## src/pc_guard_pkg.sv

```systemverilog
// Shared types for the pc_guard subsystem. Interrupt and debug halt targets are not modelled
// Every instruction retires in a single operation

package pc_guard_pkg;

  ////////////////////
  // Widths
  ////////////////////

  // Byte address for the PC and all jump targets
  typedef logic [31:0] addr_t;

  // Upper trap vector base, padded with 7 zero bits to make an address
  typedef logic [24:0] mtvec_addr_t;

  // Sequential increments, compressed and uncompressed
  localparam addr_t PC_INCR_C = 32'd2;
  localparam addr_t PC_INCR_U = 32'd4;

  // Saturating error counter
  localparam int unsigned ERR_CNT_W = 8;
  typedef logic [ERR_CNT_W-1:0] err_cnt_t;
  localparam err_cnt_t ERR_CNT_MAX = '1;

  ////////////////////
  // Controller
  ////////////////////

  // PC source select, all eight codes in use
  typedef enum logic [2:0] {
    PC_BOOT     = 3'd0,
    PC_JUMP     = 3'd1,
    PC_BRANCH   = 3'd2,
    PC_MRET     = 3'd3,
    PC_TRAP_EXC = 3'd4,
    PC_TRAP_NMI = 3'd5,
    PC_DRET     = 3'd6,
    PC_WB_PLUS4 = 3'd7
  } pc_mux_e;

  // Controller command, decoded separately by fetch and checker
  typedef struct packed {
    logic    pc_set;
    pc_mux_e pc_mux;
    logic    kill_id;
    logic    kill_ex;
    // Raw flags ignore halt and kill, they only say what sits in the stage
    logic    jump_in_id_raw;
    logic    branch_in_ex_raw;
  } ctrl_fsm_t;

  // Stage valid and ready levels, a transfer is valid and ready high together
  typedef struct packed {
    logic if_valid;
    logic id_ready;
    logic id_valid;
    logic ex_ready;
    logic ex_valid;
    logic wb_ready;
  } pipe_flow_t;

  // All PC targets the controller can select
  typedef struct packed {
    addr_t       jump_target;
    addr_t       branch_target;
    addr_t       mepc;
    mtvec_addr_t mtvec_addr;
    addr_t       dpc;
    addr_t       boot_addr;
    addr_t       nmi_addr;
    addr_t       wb_next_pc;
  } pc_targets_t;

  ////////////////////
  // Pipeline
  ////////////////////

  // IF/ID register contents
  typedef struct packed {
    logic  instr_valid;
    logic  compressed;
    addr_t pc;
  } if_id_pipe_t;

endpackage
```

## src/pc_alert.sv

```systemverilog
// Turns the checker's level error into a sticky alarm, an alert pulse and a count
// Alarm and count clear only on reset
`timescale 1ns/1ps

module pc_alert (
  input  logic                   clk,
  input  logic                   rst_n,
  input  logic                   pc_err_i,
  output logic                   alarm_o,
  output logic                   alert_o,
  output pc_guard_pkg::err_cnt_t err_cnt_o
);

  logic                   alarm_q;
  logic                   alert_q;
  pc_guard_pkg::err_cnt_t err_cnt_q;
  logic                   cnt_sat;

  ////////////////////
  // Alarm and alert
  ////////////////////

  // Alert fires only on the first error, later ones hit a raised alarm
  always_ff @(posedge clk, negedge rst_n) begin
    if (!rst_n) begin
      alarm_q <= 1'b0;
      alert_q <= 1'b0;
    end else begin
      alarm_q <= alarm_q || pc_err_i;
      alert_q <= pc_err_i && !alarm_q;
    end
  end

  ////////////////////
  // Error counter
  ////////////////////

  assign cnt_sat = (err_cnt_q == pc_guard_pkg::ERR_CNT_MAX);

  // One count per error cycle, holds at full scale
  always_ff @(posedge clk, negedge rst_n) begin
    if (!rst_n) begin
      err_cnt_q <= '0;
    end else if (pc_err_i && !cnt_sat) begin
      err_cnt_q <= err_cnt_q + 1'b1;
    end
  end

  assign alarm_o   = alarm_q;
  assign alert_o   = alert_q;
  assign err_cnt_o = err_cnt_q;

endmodule

```

## config.mk

```make
export PLATFORM = sky130hd
export DESIGN_NAME = pc_alert
export DESIGN_NICKNAME = d
export VERILOG_FILES = /design/src/pc_guard_pkg.sv /design/src/pc_alert.sv
export SDC_FILE = /design/constraint.sdc
export NUM_CORES = 1
export LEC_CHECK = 0
export CAP_MARGIN = 30
export CORE_AREA = 2 2 39 41
export CTS_CLUSTER_DIAMETER = 200
export DETAILED_ROUTE_END_ITERATION = 8
export DIE_AREA = 0 0 41 43
export DONT_BUFFER_PORTS = 1
export GPL_ROUTABILITY_DRIVEN = 0
export HOLD_SLACK_MARGIN = 0.12
export REMOVE_ABC_BUFFERS = 1
export SLEW_MARGIN = 10
export SYNTH_ARGS = -nofsm -noshare
export SYNTH_HDL_FRONTEND = slang
export SYNTH_SLANG_ARGS = --single-unit
```

## constraint.sdc

```tcl
create_clock -name clk -period 1.43 [get_ports clk]
set_input_delay 0.286 -clock clk [delete_from_list [all_inputs] [get_ports clk]]
set_output_delay 0.286 -clock clk [all_outputs]
set_load 0.02 [all_outputs]
```

# == Word level (Yosys, flattened, before mapping) ==
# Cells that the tools add are included.
# totals
ff_bits,10
inputBits,3
output_inout_bits,10
wordCells,10
# classes
add_sub_neg,1
eq_ne,1
reduce_logical,5
# ops
cell,n
"adder 8 x 1 -> 8 bit, second input constant",1
"equality test 8 bit, second input constant",1
logical AND 1 bit,2
logical NOT 1 bit,2
logical OR 1 bit,1

# == Longest topological paths before layout ==
# logic_depth
word_depth,3
ltp_mapped,4
ltp_nobuf,4

# == Least setup slack after synthesis ==
# Ideal clock, no wire load.
# synth_timing
path_type,reg2reg
from,register err_cnt_q[0] (netlist: err_cnt_o[0])
to,register err_cnt_q[1] (netlist: err_cnt_o[1])
setup_ps,128
arrival_time_ps,1319
required_ps,1302
setup_slack_ps,-17
path_stages_with_launch,5
path_buffers,0
synth_period_minus_slack_ps,1447
path_cell_list,dfrtp_1 -> ha_1 -> nand3_1 -> o21ai_2 -> mux2_1
# synth_between
elab_chain_len,3
elab_cells_between_ends,4
cone_classes,add/sub (1); eq/ne (1); reduce/logical (2)
# synth_lines
item,line_no,source
from (decl),pc_alert.sv:16,pc_guard_pkg::err_cnt_t err_cnt_q;
from (signal assigned),pc_alert.sv:45,err_cnt_q <= err_cnt_q + 1'b1;
"parallel branches: the longest is 3 deep, another holds adder 8 x 1 -> 8 bit",--,
# Several ways; the timed one is not identified.
# A chain may end at the register's enable or synchronous reset.

# == Worst setup path after layout ==
# Same ends and word-level chain as after synthesis.

==> results.md <==
* CTS root buf: clkbuf_4
* Reg-to-reg endpoint: err_cnt_o[1]$_DFFE_PN0P_
* Yosys warnings at 0
* Total design power at 1.24 mW
* Area leader, netlist: dfrtp_1
* Clock tree buffer depth at 2
* CTS Sinks at 10
* Vias in the first global route at 326
* DIE AREA at 1760 um2
* Final Skew at 2.45 ps
* Commonest cells in the netlist: dfrtp_1 (10), xnor2_1 (4), a21oi_1 (3), nand3_1 (3)
* MaxCap Viol Count at 0
* Post-Synthesis Cell Area at 453 um2
* R2r setup slk at 110 ps
* Critical path launch point type: flip-flop
* Fin util at 42.5%
* #FFs+latches synth at 10
* Crit path largest cell delay at 360 ps
* Register area share after synthesis at 55.2%
* Worst-path fanout max at 4
* Max Transition Viols Final at 0
* Diode count at 0
* Post-Syn Area per Cell at 11.6 um2
* Max stage delay cell, worst path: dfrtp_1
* Count leader, synth: dfrtp_1
* Core area at 1380 um2
* Drt first-iter violations at 2
* Aggregate routed wire length at 852 um
* Stages on worst setup path at 4
* Clock latency on the worst-skew pair at 260 ps
* Port bufs at 0
* Initial antenna violation count at 0
* Share of cells above drive strength 1 at 34.0%
* Asr flop ratio synth at 100%
* Post-Syn Instances at 39
* Per-cell routed wire length at 12.3 um
* Cts bufs inserted at 3
* Gr usage total at 13.2%
* DRC Markers at 0
* Reg2Reg Depth at 4
* # setup viols final at 0
* Pin count of the biggest net entering global routing at 11
* Crit end category: flip-flop
* Total gr overflow at 0
* Final #Nets at 59
* Critical path type: flip-flop to flip-flop
* Total number of placement rows at 14
* Status: complete, no violations
* IO Pins at 13
* Lkg Pwr at 0.253 nW
* Hold Slack at 136 ps
* Cell Chain, Critical Path: ha_2 > nand3_2 > o21ai_2 > mux2_1
* Die Wd at 41 um
* CTS tree: done
* Htree depth at 1
* Worst Setup EP: err_cnt_o[1]$_DFFE_PN0P_
* Final ANT Viol Nets at 0
* Starting Density at 32.7%
* Crit share post-route at 92.1%
* Synth area leaders: dfrtp_1 (55%), xnor2_1 (7.7%), a21oi_1 (3.3%)
* Top-area cell type share of the netlist area at 55.2%
* Post-synth EDFFs at 0
* TritonRoute pass-1 iters at 3
* CP top delay family: flip-flops
* Fin crit period at 1320 ps
* Worst Tran Pin Value at 438 ps
* RSZ-0062 raised after global routing: false
* PD cells at 2110 nW/um2
* First-pass GRT wire length at 1380 um
* Worst EP required at 1570 ps
* Top_reg_cell synth: dfrtp_1
* Clock Pin Slew Worst Setup and Hold Paths at 60 ps
* Final Hold Fails at 0
* Die height at 43 um
* Maximum vdd ir drop at 0.00117 V
* RR Startpoint: err_cnt_o[0]$_DFFE_PN0P_
* Setup crit start: err_cnt_o[0]$_DFFE_PN0P_
* F_max at 759 MHz
* Hold/Removal Path Class: primary input to flip-flop
* P&R area growth vs syn at 29.8%
* Post-DP HPWL at 669 um
* Netlist cell types at 19
* Critical path data arrival time at 1460 ps
* Slew Limit Headroom at 70.7%
* Via count at 346
* CP bufs+invs at 0
* Via density at 5.01
[metal layers]
layer | routed length, um | share of wire, % | GRT usage (%) | vias to the layer above
met2 | 413 | 48 | 17.2 | 11
met4 | 24 | 2.8 | 10.0 | 0
met3 | 85 | 10 | 11.5 | 4
met1 | 328 | 38 | 12.8 | 158
li1 | - | - | - | 173
met5 | 0 | 0 | 0 | -
[power by group]
group | internal [mW] | switching, mW | total, mW | leakage, nW
Combinational | 0.270 | 0.340 | 0.609 | 0.123
Sequential | 0.384 | 0.0662 | 0.450 | 0.116
Clock | 0.0967 | 0.0865 | 0.183 | 0.0138
Total | 0.750 | 0.492 | 1.24 | 0.253
[metrics by stage]
stage	area, um2	cells	TNS, ps	worst slack, ps
6_report	588	69	0	113
5_1_grt	588	69	0	26.0
4_1_cts	573	68	0	54.9
3_5_place_dp	541	64	0	66.9
3_3_place_gp	541	64	0	139
2_1_floorplan	453	39	-17.1	-17.1
[sequential cells by signal (all words and copies together) (netlist names)]
register / flops
err_cnt_o: 8
alert_o: 1
alarm_o: 1
[how the worst min path moves through the flow]
stage / startpoint / to / slack, ps / cells after the start
6_report: pc_err_i / alarm_o$_DFF_PN0_ / 140 / 1
5_1_grt: pc_err_i / alarm_o$_DFF_PN0_ / 130 / 1
4_1_cts: pc_err_i / alarm_o$_DFF_PN0_ / 130 / 1
3_5_place_dp: rst_n / alert_o$_DFF_PN0_ / -9 / 0
3_3_place_gp: rst_n / err_cnt_o[5]$_DFFE_PN0P_ / -9 / 0
2_1_floorplan: rst_n / alarm_o$_DFF_PN0_ / -10 / 0
[cells by family after synthesis]
| kind of cell | count (synthesis) | share of synthesized area, % |
|---|---|---|
| AND/OR/NAND/NOR | 14 | 19.3 |
| flip-flops | 10 | 55.2 |
| XOR/XNOR | 4 | 7.73 |
| buffers and inverters | 1 | 0.828 |
| multiplexers | 1 | 2.49 |
| adder cells (fa/ha/maj) | 1 | 2.76 |
| AO/OA/AOI/OAI | 8 | 11.6 |
[final cells by class]
type,instances,area (um2)
fillers,137,796
flip-flops and latches,10,250
multi-input cells,28,206
repair buffers,11,85.1
clock buffers,3,22.5
well taps,16,20.0
inverters,1,3.75
[cell usage in the layout, fill, tap and decap left out, drive strengths merged]
master / n
ha: 1
nand3: 3
clkbuf: 3
and2: 1
o211ai: 2
buf: 10
or2: 1
mux2: 1
xnor2: 4
inv: 1
and4: 1
dfrtp: 10
nor2b: 2
a2bb2oi: 1
a21oi: 3
nand4: 2
dlygate4sd3: 1
nand2: 2
o21ai: 2
and3: 2
[repair_timing]
action | in CTS | in global routing
hold endpoints to repair | 10 | 0
buffers inserted | 0 | 1
gates resized for setup | 0 | 2
hold buffers | 1 | 0
endpoints found under the setup margin | 0 | 1
Power figures use the tool's default switching activity.
