--- src/pc_guard_pkg.sv ---
// Shared types for the pc_guard subsystem. Interrupt and debug halt targets are not modelled
// Every instruction retires in a single operation

package pc_guard_pkg;

  ////////////////////
  // Widths
  ////////////////////

  // Byte address for the PC and all jump targets
  typedef logic [31:0] addr_t;

  // Upper trap vector base, padded with 7 zero bits to make an address
  typedef logic [24:0] mtvec_addr_t;

  // Sequential increments, compressed and uncompressed
  localparam addr_t PC_INCR_C = 32'd2;
  localparam addr_t PC_INCR_U = 32'd4;

  // Saturating error counter
  localparam int unsigned ERR_CNT_W = 8;
  typedef logic [ERR_CNT_W-1:0] err_cnt_t;
  localparam err_cnt_t ERR_CNT_MAX = '1;

  ////////////////////
  // Controller
  ////////////////////

  // PC source select, all eight codes in use
  typedef enum logic [2:0] {
    PC_BOOT     = 3'd0,
    PC_JUMP     = 3'd1,
    PC_BRANCH   = 3'd2,
    PC_MRET     = 3'd3,
    PC_TRAP_EXC = 3'd4,
    PC_TRAP_NMI = 3'd5,
    PC_DRET     = 3'd6,
    PC_WB_PLUS4 = 3'd7
  } pc_mux_e;

  // Controller command, decoded separately by fetch and checker
  typedef struct packed {
    logic    pc_set;
    pc_mux_e pc_mux;
    logic    kill_id;
    logic    kill_ex;
    // Raw flags ignore halt and kill, they only say what sits in the stage
    logic    jump_in_id_raw;
    logic    branch_in_ex_raw;
  } ctrl_fsm_t;

  // Stage valid and ready levels, a transfer is valid and ready high together
  typedef struct packed {
    logic if_valid;
    logic id_ready;
    logic id_valid;
    logic ex_ready;
    logic ex_valid;
    logic wb_ready;
  } pipe_flow_t;

  // All PC targets the controller can select
  typedef struct packed {
    addr_t       jump_target;
    addr_t       branch_target;
    addr_t       mepc;
    mtvec_addr_t mtvec_addr;
    addr_t       dpc;
    addr_t       boot_addr;
    addr_t       nmi_addr;
    addr_t       wb_next_pc;
  } pc_targets_t;

  ////////////////////
  // Pipeline
  ////////////////////

  // IF/ID register contents
  typedef struct packed {
    logic  instr_valid;
    logic  compressed;
    addr_t pc;
  } if_id_pipe_t;

endpackage
--- src/pc_check.sv ---
// Recomputes the IF PC and checks jump and branch decisions against ID and EX
// WB_PLUS4 targets are not recomputed, pc_err stays low until the first pc_set
`timescale 1ns/1ps

module pc_check (
  input  logic                      clk,
  input  logic                      rst_n,
  input  pc_guard_pkg::ctrl_fsm_t   ctrl_i,
  input  pc_guard_pkg::pipe_flow_t  flow_i,
  input  pc_guard_pkg::pc_targets_t targets_i,
  input  pc_guard_pkg::addr_t       pc_if_i,
  input  pc_guard_pkg::if_id_pipe_t if_id_i,
  input  logic                      id_ex_valid_i,
  input  logic                      branch_decision_i,
  output logic                      pc_err_o
);

  // Registered view of the last controller command
  logic                  pc_set_q;
  pc_guard_pkg::pc_mux_e pc_mux_q;
  logic                  if_id_q;
  logic                  compare_enable_q;

  // Sticky taken flags, held until the instruction leaves its stage
  logic                  jmp_taken_q;
  logic                  bch_taken_q;

  // Own decode of the current command
  logic                  set_jump;
  logic                  set_branch;
  logic                  set_checked;
  logic                  id_done;
  logic                  ex_done;

  pc_guard_pkg::addr_t   incr_addr;
  pc_guard_pkg::addr_t   ctrl_flow_addr;
  pc_guard_pkg::addr_t   check_addr;

  logic                  addr_err;
  logic                  jump_taken_err;
  logic                  branch_taken_err;
  logic                  jump_untaken_err;
  logic                  branch_untaken_err;
  logic                  ctrl_flow_err;

  ////////////////////
  // Command decode
  ////////////////////

  assign set_jump    = ctrl_i.pc_set &&
                       ((ctrl_i.pc_mux == pc_guard_pkg::PC_JUMP) ||
                        (ctrl_i.pc_mux == pc_guard_pkg::PC_MRET));
  assign set_branch  = ctrl_i.pc_set && (ctrl_i.pc_mux == pc_guard_pkg::PC_BRANCH);
  // No recompute for a restart from WB
  assign set_checked = ctrl_i.pc_set && (ctrl_i.pc_mux != pc_guard_pkg::PC_WB_PLUS4);

  assign id_done = flow_i.id_valid && flow_i.ex_ready;
  assign ex_done = flow_i.ex_valid && flow_i.wb_ready;

  ////////////////////
  // Address check
  ////////////////////

  // Expected PC after a sequential step, from the entry now in ID
  assign incr_addr = if_id_i.pc + (if_id_i.compressed ? pc_guard_pkg::PC_INCR_C
                                                      : pc_guard_pkg::PC_INCR_U);

  // Target from the registered mux code
  // Written as a priority chain so it does not share structure with the fetch mux
  // A glitched pc_mux picks a wrong target here and shows as an address mismatch
  assign ctrl_flow_addr =
    (pc_mux_q == pc_guard_pkg::PC_JUMP)     ? targets_i.jump_target      :
    (pc_mux_q == pc_guard_pkg::PC_BRANCH)   ? targets_i.branch_target    :
    (pc_mux_q == pc_guard_pkg::PC_MRET)     ? targets_i.mepc             :
    (pc_mux_q == pc_guard_pkg::PC_TRAP_EXC) ? {targets_i.mtvec_addr, 7'h00} :
    (pc_mux_q == pc_guard_pkg::PC_TRAP_NMI) ? targets_i.nmi_addr         :
    (pc_mux_q == pc_guard_pkg::PC_DRET)     ? targets_i.dpc              :
                                              {targets_i.boot_addr[31:2], 2'b00};

  // Halfword aligned target, bit 0 tied low as in fetch
  assign check_addr = pc_set_q ? {ctrl_flow_addr[31:1], 1'b0} : incr_addr;

  // Only meaningful the cycle after a checked pc_set or an IF to ID transfer
  assign addr_err = (pc_set_q || if_id_q) && (check_addr != pc_if_i);

  ////////////////////
  // Decision check
  ////////////////////

  // Taken flag set but the instruction that caused it is gone
  // Raw flags are used so a halt or kill of instr_valid does not matter here
  assign jump_taken_err   = jmp_taken_q && !ctrl_i.jump_in_id_raw;
  assign branch_taken_err = bch_taken_q && !(ctrl_i.branch_in_ex_raw && branch_decision_i);

  // Valid jump or taken branch present but nothing was taken
  assign jump_untaken_err   = !jmp_taken_q && ctrl_i.jump_in_id_raw && if_id_i.instr_valid;
  assign branch_untaken_err = !bch_taken_q && ctrl_i.branch_in_ex_raw &&
                              id_ex_valid_i && branch_decision_i;

  assign ctrl_flow_err = jump_taken_err || branch_taken_err ||
                         jump_untaken_err || branch_untaken_err;

  ////////////////////
  // Flags
  ////////////////////

  always_ff @(posedge clk, negedge rst_n) begin
    if (!rst_n) begin
      pc_set_q         <= 1'b0;
      pc_mux_q         <= pc_guard_pkg::PC_BOOT;
      if_id_q          <= 1'b0;
      compare_enable_q <= 1'b0;
      jmp_taken_q      <= 1'b0;
      bch_taken_q      <= 1'b0;
    end else begin
      pc_set_q <= set_checked;
      // A pc_set overrides the step, so no sequential compare follows it
      if_id_q  <= flow_i.if_valid && flow_i.id_ready && !ctrl_i.pc_set;

      if (ctrl_i.pc_set) begin
        pc_mux_q         <= ctrl_i.pc_mux;
        compare_enable_q <= 1'b1;
      end

      // Jump and mret are taken in ID
      if (id_done || ctrl_i.kill_id) begin
        jmp_taken_q <= 1'b0;
      end else if (set_jump) begin
        jmp_taken_q <= 1'b1;
      end

      // Branches are taken in EX
      if (ex_done || ctrl_i.kill_ex) begin
        bch_taken_q <= 1'b0;
      end else if (set_branch) begin
        bch_taken_q <= 1'b1;
      end
    end
  end

  // Level error, quiet until the first pc_set
  assign pc_err_o = (addr_err || ctrl_flow_err) && compare_enable_q;

endmodule

--- config.mk ---
export PLATFORM = sky130hd
export DESIGN_NAME = pc_check
export DESIGN_NICKNAME = d
export VERILOG_FILES = /design/src/pc_guard_pkg.sv /design/src/pc_check.sv
export SDC_FILE = /design/constraint.sdc
export NUM_CORES = 1
export LEC_CHECK = 0
export BUFFER_PORTS_ARGS = -buffer_cell sky130_fd_sc_hd__buf_2
export CAP_MARGIN = 20
export CORE_MARGIN = 3
export CORE_UTILIZATION = 25
export DETAILED_ROUTE_END_ITERATION = 16
export GPL_TIMING_DRIVEN = 0
export PLACE_DENSITY = 0.59
export SYNTH_ARGS = -nofsm -noshare
export SYNTH_HDL_FRONTEND = slang
export SYNTH_SLANG_ARGS = --single-unit
--- constraint.sdc ---
create_clock -name clk -period 2.18 [get_ports clk]
set_input_delay 0.109 -clock clk [delete_from_list [all_inputs] [get_ports clk]]
set_output_delay 0.109 -clock clk [all_outputs]
set_load 0.02 [all_outputs]
; After elaboration in Yosys (flattened, before gate mapping)
; Index checks and enable logic that the tools add are counted.
; W data, S select, Z words.
[totals]
ff_bits = 8
n_memories = 0
latchBits = 0
romBits = 0
ramBits = 0
input_bits = 333
[classes]
multipliers = 0
n_lt_le_gt_ge = 0
muxes = 12
eq_ne = 11
bitwise = 0
n_reduce_logical = 32
shift = 0
addsub = 1
div = 0
[ops]
columns = cell, n
row1 = $mux W32, 7
row2 = $add A32 B3 Y32, 1
row3 = $ne A32 B32 Y1, 1
row4 = $logic_and A1 B1 Y1, 17
row5 = $eq A3 B2 Y1 const B, 4
row6 = $eq A3 B3 Y1 const B, 3
row7 = $logic_or A1 B1 Y1, 8
row8 = $eq A3 B1 Y1 const B, 2
row9 = $logic_not A1 Y1, 5
row10 = $mux W1, 4
row11 = $reduce_bool A2 Y1, 2
row12 = $mux W3, 1
row13 = $ne A3 B3 Y1 const B, 1

; Longest topological paths before layout
; Gate-level depths: netlist of the first run.
[depth]
word_depth = 12
ltp_mapped = 12

; Least setup slack after synthesis of the first run
; Ideal clock, no wire load.
[synth_path]
path_type = input to output
startpoint = input if_id_i[1] (netlist bit)
endpoint = output pc_err_o
arrival_time_ns = 2.365
n_path_buf = 0
setup_slack_ns = -0.294
required_ns = 2.071
stages = 10
path_cell_list = ha_1 -> fa_1 -> nand3_1 -> or4_4 -> nor4_1 -> xnor2_1 -> o21a_1 -> a21oi_1 -> nor4_1 -> a31oi_1
[synth_between]
elab_chain_len = 6
[synth_rtl]
columns = element, line_no
row1 = "start, declared", pc_check.sv:12  ; input pc_guard_pkg::if_id_pipe_t if_id_i,
row2 = $add A32 B3 Y32, pc_check.sv:65  ; assign incr_addr = if_id_i.pc + (if_id_i.compressed ? pc_guard_pkg::PC_INCR_C
row3 = $mux W32, pc_check.sv:81  ; assign check_addr = pc_set_q ? {ctrl_flow_addr[31:1], 1'b0} : incr_addr;
row4 = $ne A32 B32 Y1, pc_check.sv:84  ; assign addr_err = (pc_set_q || if_id_q) && (check_addr != pc_if_i);
row5 = $logic_and A1 B1 Y1, pc_check.sv:84
row6 = $logic_or A1 B1 Y1, pc_check.sv:142  ; assign pc_err_o = (addr_err || ctrl_flow_err) && compare_enable_q;
row7 = $logic_and A1 B1 Y1, pc_check.sv:142
row8 = "end, declared", pc_check.sv:15  ; output logic pc_err_o
; Every way passes these cells.

; Worst setup path in the final report of the first run
[layout_path]
startpoint = register pc_mux_q[1]
endpoint = output pc_err_o
[layout_between]
elab_chain_len = 12
word_cells_on_any_way = 17
classes_between = eq/ne (7) / mux (7) / reduce/logical (3)
[layout_rtl]
columns = element, line_no
row1 = "start, declared", pc_check.sv:20  ; pc_guard_pkg::pc_mux_e pc_mux_q;
row2 = "start signal, assigned", pc_check.sv:110  ; pc_mux_q <= pc_guard_pkg::PC_BOOT;
row3 = "start signal, assigned", pc_check.sv:121  ; pc_mux_q <= ctrl_i.pc_mux;
row4 = $eq A3 B3 Y1, pc_check.sv:77  ; (pc_mux_q == pc_guard_pkg::PC_DRET) ? targets_i.dpc :
row5 = $mux W32, pc_check.sv:77
row6 = $mux W32, pc_check.sv:76  ; (pc_mux_q == pc_guard_pkg::PC_TRAP_NMI) ? targets_i.nmi_addr :
row7 = $mux W32, pc_check.sv:75  ; (pc_mux_q == pc_guard_pkg::PC_TRAP_EXC) ? {targets_i.mtvec_addr, 7'h00} :
row8 = $mux W32, pc_check.sv:74  ; (pc_mux_q == pc_guard_pkg::PC_MRET) ? targets_i.mepc :
row9 = $mux W32, pc_check.sv:73  ; (pc_mux_q == pc_guard_pkg::PC_BRANCH) ? targets_i.branch_target :
row10 = $mux W32 *, pc_check.sv:72  ; (pc_mux_q == pc_guard_pkg::PC_JUMP) ? targets_i.jump_target :
row11 = $mux W32 *, pc_check.sv:81
row12 = $ne A32 B32 Y1 *, pc_check.sv:84
row13 = $logic_and A1 B1 Y1 *, pc_check.sv:84
row14 = $logic_or A1 B1 Y1 *, pc_check.sv:142
row15 = $logic_and A1 B1 Y1 *, pc_check.sv:142
; Mark *: on every way between the ends. The rest lies on a longest branch, timed or not.

==> flow_metrics.py, run 1 <==
metrics = {
    "synthesis": {
        "async_flop_share": 1.00,
        "synth.avg_cell_area_um2": 7.89,
        "synth_warnings": 0,
        "ys_seq_elements": 8,
        "synth_fp_nets": 852,
        "synth_enable_flop_cells": 0,
        "netlist_area_um2": 4070,
        "ys_types": 79,
        "synthCells": 516,
        "synth-seq-area-share": 0.0492,
        "synth_ff_type": "dfrtp_1",
    },
    "placed_design": {
        "gp_congestion": 0.906,
        "pre_cts_ws_ps": -1280,
        "dp_hpwl_um": 20900,
        "portBuffers": 293,
        "placedCellCount": 1025,
    },
    "cells_and_area": {
        "final_common_cell": "buf_2",
        "stdcell_count": 1045,
        "most-common-layout-cells": "buf_2, nand2_1, xor2_1",
        "filler_cell_count": 1711,
        "nNetsFinal": 1165,
        "syn_to_final_growth_pct": 61.9,
        "seq_area_um2": 203,
        "multiInputGateArea_um2": 3910,
        "drive_gt1_frac": 0.537,
        "final_util": 0.415,
    },
    "clock_tree": {
        "cts_root_buffer": "clkbuf_16",
        "insertion_delay_ps": 230,
        "clk_pin_slew_ps": 40,
        "cts_buffers": 3,
        "cts_num_sinks": 8,
        "clock_path_buffers": 2,
        "htreeDepth": 1,
        "cts_tree": "built",
    },
    "critical_path": {
        "crit_path_end_kind": "output port",
        "endpoint": "pc_err_o",
        "crit_type": "flop to output port",
        "crit_top_cell": "buf_6",
        "timing.rr.start": "pc_mux_q[1]$_DFFE_PN0P_",
        "ff2ff_path_depth": 5,
        "critPathLaunchType": "flop",
        "cp-startpoint": "pc_mux_q[1]$_DFFE_PN0P_",
        "crit_chain": "buf_6 -> buf_6 -> buf_6 -> buf_8 -> mux4_2 -> nand2_1 -> nand3_1 -> o31ai_1 -> xor2_1 -> nand2_1 -> nor4_2 -> a31oi_2 -> buf_4",
        "critical_path.max_fanout": 10,
        "cp_top_family": "buffers and inverters",
        "worstPathRequired_ps": 2070,
        "cp_num_buf_inv": 5,
        "r2r_slack_ps": 860,
        "path_depth": 13,
        "cp_slowest_cell": "mux4_2",
        "max_stage_delay_ps": 350,
        "worstPathArrival_ps": 3080,
        "r2r-end": "pc_mux_q[1]$_DFFE_PN0P_",
    },
    "die": {
        "fp.dieW_um": 134,
        "rows": 46,
        "num_io_pins": 334,
        "start_util": 0.256,
        "core_um2": 15900,
        "die_area_um2": 17800,
        "die_h_um": 134,
    },
    "timing": {
        "min_period_over_period": 1.46,
        "setup_ws_ps": -1010,
        "fin_crit_ps": 3190,
        "tns_ps": -1010,
        "slew_violations": 0,
        "finalHoldViolations": 0,
        "finalSetupViolCount": 1,
        "max_freq_mhz": 313,
        "clock_skew_ps": 0,
        "slew_headroom": 0.310,
        "rsz0062_at_grt": "true",
        "tightest_slew_ps": 1020,
    },
    "grt": {
        "antenna_found_initial": 3,
        "grt_pass1_wl_um": 35600,
        "grt-ovfl-total": 0,
        "grt_max_degree": 11,
        "track_usage": 0.266,
        "grt_pass1_vias": 5709,
    },
    "detailed_routing": {
        "drtIter0Drc": 459,
        "wl_per_cell_um": 24.2,
        "drc": 0,
        "drt-total-wl_um": 25300,
        "ant_nets": 0,
        "vias": 5813,
        "routed_via_density": 5.56,
        "firstDrtPassIters": 5,
    },
    "power": {
        "sequentialPowerShare": 0.075,
        "p_leak_nw": 2.93,
        "ir_worst_vdd_uv": 439,
        "p_per_area_nw_per_um2": 341,
        "swShare": 0.450,
        "switchingPower_mw": 1.01,
        "power_frac_clock": 0.140,
        "p_comb_frac": 0.785,
        "p_int_mw": 1.23,
    },
    "run_status": {
        "outcome": "finished with violations",
        "failed_checks": "negative setup slack",
    },
    "worst_hold_path": {
        "holdCritStartpoint": "ctrl_i[2]",
        "holdCritPathClass": "input pin to flop",
    },
    "job": {
        "cap_violations": 0,
    },
}
==> stage by stage <==
stage / hold slack, ps / total power [mW] / instance area (um^2)
5_1_grt: 31.9 / 2.36 / 6590
3_3_place_gp: -40.8 / 1.66 / 5910
3_5_place_dp: -39.9 / 1.66 / 5910
2_1_floorplan: -187 / 1.00 / 4170
6_report: 26.6 / 2.25 / 6590
4_1_cts: 24.4 / 2.18 / 6470
==> what timing repair did <==
action,CTS,global route
buffers inserted,9,2
endpoints found under the hold margin,8,0
pin swaps,17,6
endpoints found under the setup margin,1,1
gates cloned,2,1
gates resized for setup,80,15
hold buffers,1,0
==> cell families (layout without fill, tap and decap cells) <==
group | Yosys count | in the layout | synth area share
xor+xnor | 50 | 50 | 0.108
other cells | 0 | 2 | 0
compound gates | 164 | 164 | 0.294
simple gates | 173 | 173 | 0.243
buf+inv | 52 | 363 | 0.0716
mux | 66 | 66 | 0.223
fa+ha+maj | 3 | 3 | 0.0111
flops | 8 | 8 | 0.0492
==> synthesized netlist by cell type (4+ instances only) <==
cell type	count	area share
a2bb2oi_1	4	0.0086
a211oi_1	13	0.024
buf_4	6	0.011
nand2_1	37	0.034
or2_2	4	0.0061
o221ai_1	7	0.015
xor2_1	30	0.065
nand4_1	9	0.014
o31ai_1	7	0.013
clkbuf_1	9	0.0083
o21a_1	7	0.013
a211o_1	7	0.015
o211ai_1	4	0.0074
o22ai_1	13	0.020
nand2b_1	8	0.012
and3_1	9	0.014
xnor2_1	20	0.043
nor2b_1	14	0.022
a22oi_1	6	0.011
a21oi_1	25	0.031
dfrtp_1	8	0.049
a31oi_1	6	0.0092
mux2i_1	29	0.071
nor2_1	22	0.020
inv_1	12	0.011
o21ai_0	20	0.025
buf_2	17	0.021
mux4_2	18	0.10
nand3_1	16	0.020
a221oi_1	7	0.015
mux2_2	16	0.044
nor3_1	15	0.018
o32ai_1	4	0.0086
buf_6	7	0.019
nor4_1	8	0.012
==> power groups by stage <==
stage	logic, mW	clock network, mW	registers (mW)
floorplan	0.838	0	0.165
global placement	1.49	0	0.169
detailed placement	1.49	0	0.169
CTS	1.70	0.318	0.169
global route	1.87	0.322	0.170
finish	1.76	0.314	0.169
==> routing by layer <==
metal,part of all wire,global-route usage
met2,0.49,0.471
met1,0.41,0.344
met4,0.017,0.0480
met3,0.088,0.0438
met5,0.00051,0
==> area by class of cell <==
cell class / count / share of cell area
clock buffers: 3 / 0.0114
inverters: 13 / 0.00817
diodes: 2 / 0.000760
multi-input cells: 456 / 0.594
repair buffers: 308 / 0.252
flip-flops and latches: 8 / 0.0308
plain buffers: 39 / 0.0615
well taps: 216 / 0.0410
==> how the worst min path moves through the flow <==
stage	endpoint	depth (start not counted)
global route	jmp_taken_q$_DFFE_PN0P_	2
CTS	bch_taken_q$_DFFE_PN0P_	2
global placement	bch_taken_q$_DFFE_PN0P_	1
finish	bch_taken_q$_DFFE_PN0P_	2
detailed placement	bch_taken_q$_DFFE_PN0P_	1
floorplan	bch_taken_q$_DFFE_PN0P_	0
==> sequential cells by signal, indices dropped and copies added (netlist names) <==
signal / cells
jmp_taken_q: 1
bch_taken_q: 1
compare_enable_q: 1
if_id_q: 1
pc_mux_q: 3
pc_set_q: 1
(Power assumes the default switching activity.)
==> inputs of run 2 (changes only) <==
CTS_CLUSTER_SIZE = 20   (was not set)
MAX_ROUTING_LAYER = met4   (was not set)
==> run 2 against run 1 <==
Compared with the run above:
- the run still ends with negative setup slack left
- cell area about the same
- global-route usage increased by 0.94 points
- hold slack got worse by 1.1 ps
- via count increased by 0.48%
- first-iteration DRC count decreased by 11%
- utilization about the same
- flip-flop and latch count unchanged
- register-to-register slack improved by 50 ps
- fmax increased by 1.4%
- sequential power about the same
- final cell count decreased by 0.19%
- highest routed layer is now met4
==> flow_metrics.py, run 2 (same netlist as run 1, synthesis figures left out) <==
metrics = {
    "run_status": {
        "outcome": "finished with violations",
        "failed_checks": "negative setup slack",
    },
    "worst_hold_path": {
        "holdCritPathClass": "input pin to flop",
        "holdCritStartpoint": "ctrl_i[3]",
    },
    "detailed_routing": {
        "ant_nets": 0,
        "drt-total-wl_um": 25100,
        "drc": 0,
        "vias": 5841,
        "firstDrtPassIters": 5,
        "wl_per_cell_um": 24.0,
        "routed_via_density": 5.60,
        "drtIter0Drc": 409,
    },
    "critical_path": {
        "crit_type": "flop to output port",
        "max_stage_delay_ps": 830,
        "cp_top_family": "buffers and inverters",
        "crit_chain": "clkbuf_2 -> clkbuf_1 -> clkbuf_2 -> or2_2 -> o41ai_1 -> a31oi_2 -> buf_4",
        "cp_slowest_cell": "o41ai_1",
        "worstPathArrival_ps": 3040,
        "critPathLaunchType": "flop",
        "crit_path_end_kind": "output port",
        "crit_top_cell": "clkbuf_2",
        "cp_num_buf_inv": 4,
        "cp-startpoint": "pc_set_q$_DFF_PN0_",
        "critical_path.max_fanout": 10,
        "worstPathRequired_ps": 2070,
        "timing.rr.start": "pc_mux_q[1]$_DFFE_PN0P_",
    },
    "cells_and_area": {
        "final_util": 0.415,
        "nNetsFinal": 1163,
        "filler_cell_count": 1731,
        "seq_area_um2": 201,
        "drive_gt1_frac": 0.538,
        "syn_to_final_growth_pct": 61.9,
        "largest_reg_flops": 3,
        "most-common-layout-cells": "buf_2, nand2_1, xor2_1",
        "multiInputGateArea_um2": 3930,
        "final_common_cell": "buf_2",
        "stdcell_area_um2": 6590,
        "top_register": "pc_mux_q",
    },
    "timing": {
        "whs_ps": 25.6,
        "rsz0062_at_grt": "true",
        "slew_headroom": 0.301,
        "clock_skew_ps": 0,
        "max_freq_mhz": 318,
        "finalSetupViolCount": 1,
        "finalHoldViolations": 0,
        "min_period_over_period": 1.44,
        "slew_violations": 0,
        "fin_crit_ps": 3150,
        "tightest_slew_ps": 1030,
        "setup_ws_ps": -966,
        "tns_ps": -966,
    },
    "grt": {
        "grt_pass1_vias": 5971,
        "grt_max_degree": 11,
        "grt_pass1_wl_um": 36200,
        "global_route.usage.met1": 0.343,
        "track_usage": 0.276,
        "grt-ovfl-total": 0,
        "antenna_found_initial": 2,
        "grt_util_met3": 0.0381,
        "met2_usage": 0.479,
        "busiest_layer": "met2",
    },
    "placed_design": {
        "portBuffers": 293,
        "placed_area_um2": 5910,
        "gp_congestion": 0.921,
        "dp_hpwl_um": 20900,
    },
    "job": {
        "cap_violations": 0,
    },
    "clock_tree": {
        "clock_path_buffers": 2,
        "cts_num_sinks": 8,
        "htreeDepth": 1,
        "cts_buffers": 3,
        "cts_tree": "built",
        "cts_root_buffer": "clkbuf_16",
        "insertion_delay_ps": 230,
        "clk_pin_slew_ps": 40,
    },
    "power": {
        "ir_worst_vdd_uv": 391,
        "p_per_area_nw_per_um2": 339,
        "p_leak_nw": 2.92,
    },
    "die": {
        "start_util": 0.256,
        "num_io_pins": 334,
        "rows": 46,
        "die_h_um": 134,
        "fp.dieW_um": 134,
        "die_area_um2": 17800,
        "core_um2": 15900,
    },
}
[run 2: layout make-up]
type,count,share of cell area
timing repair buffer,306,0.241
sequential,8,0.0306
clock buffer,3,0.0114
tap,216,0.0410
multi-input combinational,456,0.597
antenna,2,0.000760
buffer,39,0.0701
inverter,13,0.00855
[run 2: metrics by stage]
stage / power (mW) / setup slack (ps) / cells
after floorplan: 1.00 / -244 / 516
after global placement: 1.66 / -1300 / 1025
after detailed placement: 1.66 / -1330 / 1025
after CTS: 2.22 / -882 / 1041
after global routing: 2.36 / -1030 / 1043
final: 2.23 / -966 / 1043
[run 2: worst register-to-register path: stages (launching register included)]
cell      delay, ps
dfrtp_1         360
buf_6           150
buf_6           160
inv_1           140
clkbuf_8        250
o21ai_0          90
[run 2: what timing repair did]
item | 4_1_cts | 5_1_grt
hold buffers | 1 | 0
pin swaps | 24 | 0
resized for setup | 105 | 5
setup endpoints to repair | 1 | 1
setup buffers | 12 | 0
hold endpoints to repair | 8 | 0
[run 2: routing by layer]
layer / share of wire / wire length, um
met1: 0.41 / 10300
met2: 0.49 / 12400
met3: 0.078 / 1960
met4: 0.019 / 485
met5: 0 / 0
[run 2: worst paths after layout]
kind / endpoint / slack [ps] / cells after the start
min reg2reg: compare_enable_q$_DFFE_PN0P_ / 470 / 1
min in group asynchronous: bch_taken_q$_DFFE_PN0P_ / 240 / 2
min: jmp_taken_q$_DFFE_PN0P_ / 30 / 2
max in group asynchronous: pc_mux_q[2]$_DFFE_PN0P_ / 1750 / 2
max reg2reg: pc_mux_q[1]$_DFFE_PN0P_ / 910 / 5
max: pc_err_o / -970 / 7
[run 2: where the power goes]
group	switching (mW)	internal (mW)
Sequential	0.00923	0.158
Clock	0.0749	0.237
Combinational	0.920	0.835
==> inputs of run 3 (changes only) <==
PLACE_DENSITY = not set   (was 0.59)
PLACE_DENSITY_LB_ADDON = 0.12   (was not set)
==> run 3 against run 2 <==
Compared with the run above:
- the flow still finishes with violations (negative setup slack)
- sequential share of layout area about the same
- via count decreased by 0.33%
- flip-flop and latch count unchanged
- count of clock-buffer cells in the layout unchanged
- critical path type unchanged
==> flow_metrics.py, run 3 (same netlist as run 1, synthesis figures left out) <==
metrics = {
    "detailed_routing": {
        "ant_nets": 0,
        "wl_per_cell_um": 24.2,
        "routed_via_density": 5.57,
        "drt-total-wl_um": 25300,
        "drtIter0Drc": 451,
        "vias": 5822,
        "drc": 0,
        "firstDrtPassIters": 5,
    },
    "die": {
        "fp.dieW_um": 134,
        "die_h_um": 134,
        "num_io_pins": 334,
        "core_um2": 15900,
        "start_util": 0.256,
        "die_area_um2": 17800,
        "rows": 46,
    },
    "cells_and_area": {
        "syn_to_final_growth_pct": 64.2,
        "filler_cell_count": 1677,
        "largest_reg_flops": 3,
        "stdcell_area_um2": 6680,
        "top_register": "pc_mux_q",
        "drive_gt1_frac": 0.551,
        "nNetsFinal": 1166,
        "most-common-layout-cells": "buf_2, nand2_1, xor2_1",
        "final_common_cell": "buf_2",
    },
    "worst_hold_path": {
        "worstHoldPathCells": 2,
        "holdCritPathClass": "input pin to flop",
        "min_to": "jmp_taken_q$_DFFE_PN0P_",
        "holdCritStartpoint": "ctrl_i[3]",
    },
    "placed_design": {
        "portBuffers": 293,
        "pre_cts_ws_ps": -1110,
        "dp_hpwl_um": 21300,
        "placed_area_um2": 5910,
        "gp_congestion": 0.925,
    },
    "critical_path": {
        "cp_slowest_cell": "dfrtp_1",
        "critical_path.max_fanout": 10,
        "crit_type": "flop to output port",
        "max_stage_delay_ps": 390,
        "ff2ff_path_depth": 5,
        "cp_num_buf_inv": 5,
        "crit_chain": "buf_6 -> buf_6 -> buf_8 -> buf_6 -> mux4_2 -> mux2i_2 -> xor2_1 -> nand4_1 -> o31ai_1 -> nand2_1 -> nor4_2 -> a31oi_2 -> buf_4",
        "r2r_slack_ps": 810,
        "crit_top_cell": "buf_6",
        "worstPathArrival_ps": 2970,
        "crit_path_end_kind": "output port",
        "timing.rr.start": "pc_mux_q[1]$_DFFE_PN0P_",
        "cp_top_family": "buffers and inverters",
        "r2r-end": "pc_mux_q[1]$_DFFE_PN0P_",
        "worstPathRequired_ps": 2070,
        "critPathLaunchType": "flop",
    },
    "clock_tree": {
        "cts_buffers": 3,
        "htreeDepth": 1,
        "cts_num_sinks": 8,
        "insertion_delay_ps": 230,
        "clock_path_buffers": 2,
        "clk_pin_slew_ps": 40,
        "cts_root_buffer": "clkbuf_16",
        "cts_tree": "built",
    },
    "grt": {
        "global_route.usage.met1": 0.344,
        "track_usage": 0.278,
        "antenna_found_initial": 2,
        "grt_util_met3": 0.0476,
        "grt_pass1_vias": 6192,
        "met2_usage": 0.473,
        "grt_max_degree": 11,
        "busiest_layer": "met2",
        "grt-ovfl-total": 0,
        "grt_pass1_wl_um": 37000,
    },
    "timing": {
        "slew_violations": 0,
        "max_freq_mhz": 324,
        "tightest_slew_ps": 865,
        "clock_skew_ps": 0,
        "whs_ps": 31.8,
        "setup_ws_ps": -903,
        "fin_crit_ps": 3080,
        "min_period_over_period": 1.41,
        "finalHoldViolations": 0,
        "finalSetupViolCount": 1,
        "slew_headroom": 0.416,
        "rsz0062_at_grt": "true",
        "tns_ps": -903,
    },
    "power": {
        "p_leak_nw": 2.95,
        "p_comb_frac": 0.792,
        "swShare": 0.447,
        "switchingPower_mw": 1.01,
        "ir_worst_vdd_uv": 355,
        "sequentialPowerShare": 0.074,
        "power_mw": 2.26,
        "p_per_area_nw_per_um2": 339,
        "power_frac_clock": 0.135,
        "p_int_mw": 1.25,
    },
    "run_status": {
        "failed_checks": "negative setup slack",
        "outcome": "finished with violations",
    },
    "job": {
        "cap_violations": 0,
    },
}
## run 3: cell types whose count changed in the layout (fill, tap and decap cells not counted), sizes merged
cell	delta
buf	+4
clkbuf	-1
## run 3: what timing repair did
item,4_1_cts,5_1_grt
hold endpoints to repair,8,0
endpoints found under the setup margin,1,1
buffers inserted,14,0
resized for setup,114,10
gates cloned,1,0
hold buffers,1,0
pin swaps,30,2
## run 3: final cells by class
type	count	area, um^2	area share
flip-flops and latches	8	201	0.0301
well taps	216	270	0.0404
inverters	13	61.3	0.00917
diodes	2	5.00	0.000749
multi-input cells	456	4020	0.601
repair buffers	309	1620	0.243
plain buffers	39	430	0.0644
clock buffers	3	75.1	0.0112
## run 3: power by group through the flow
stage / sequential [mW] / clock, mW / combinational, mW
6_report: 0.166 / 0.305 / 1.79
5_1_grt: 0.168 / 0.315 / 1.91
4_1_cts: 0.166 / 0.312 / 1.76
3_5_place_dp: 0.169 / 0 / 1.49
3_3_place_gp: 0.169 / 0 / 1.48
2_1_floorplan: 0.165 / 0 / 0.838
## run 3: worst max-delay path by stage
stage / startpoint / end / slack (ps) / depth (start not counted)
floorplan: if_id_i[32] / pc_err_o / -240 / 11
global placement: pc_mux_q[1]$_DFFE_PN0P_ / pc_err_o / -1150 / 12
detailed placement: pc_mux_q[1]$_DFFE_PN0P_ / pc_err_o / -1110 / 12
CTS: pc_mux_q[0]$_DFFE_PN0P_ / pc_err_o / -860 / 11
global route: pc_mux_q[0]$_DFFE_PN0P_ / pc_err_o / -1020 / 11
finish: pc_mux_q[0]$_DFFE_PN0P_ / pc_err_o / -900 / 13
## run 3: worst register-to-register path, cell delays in order (launching register included)
cell and delay [ps]:
dfrtp_1 370, buf_6 140, buf_4 190, inv_1 140
buf_4 280, o21ai_0 110
## run 3: per-layer routing
layer  up-vias  wire, um  part of all wire
li1       2678         -                 -
met1      2796     10500              0.41
met2       312     12300              0.49
met3        36      1900             0.075
met4         0       588             0.023
met5         -         0                 0
## run 3: per-stage QoR
stage                     utilization  cells
after floorplan                     -    516
after global placement          0.372   1025
after detailed placement        0.372   1025
after CTS                       0.418   1044
after global routing            0.421   1046
final                           0.421   1046
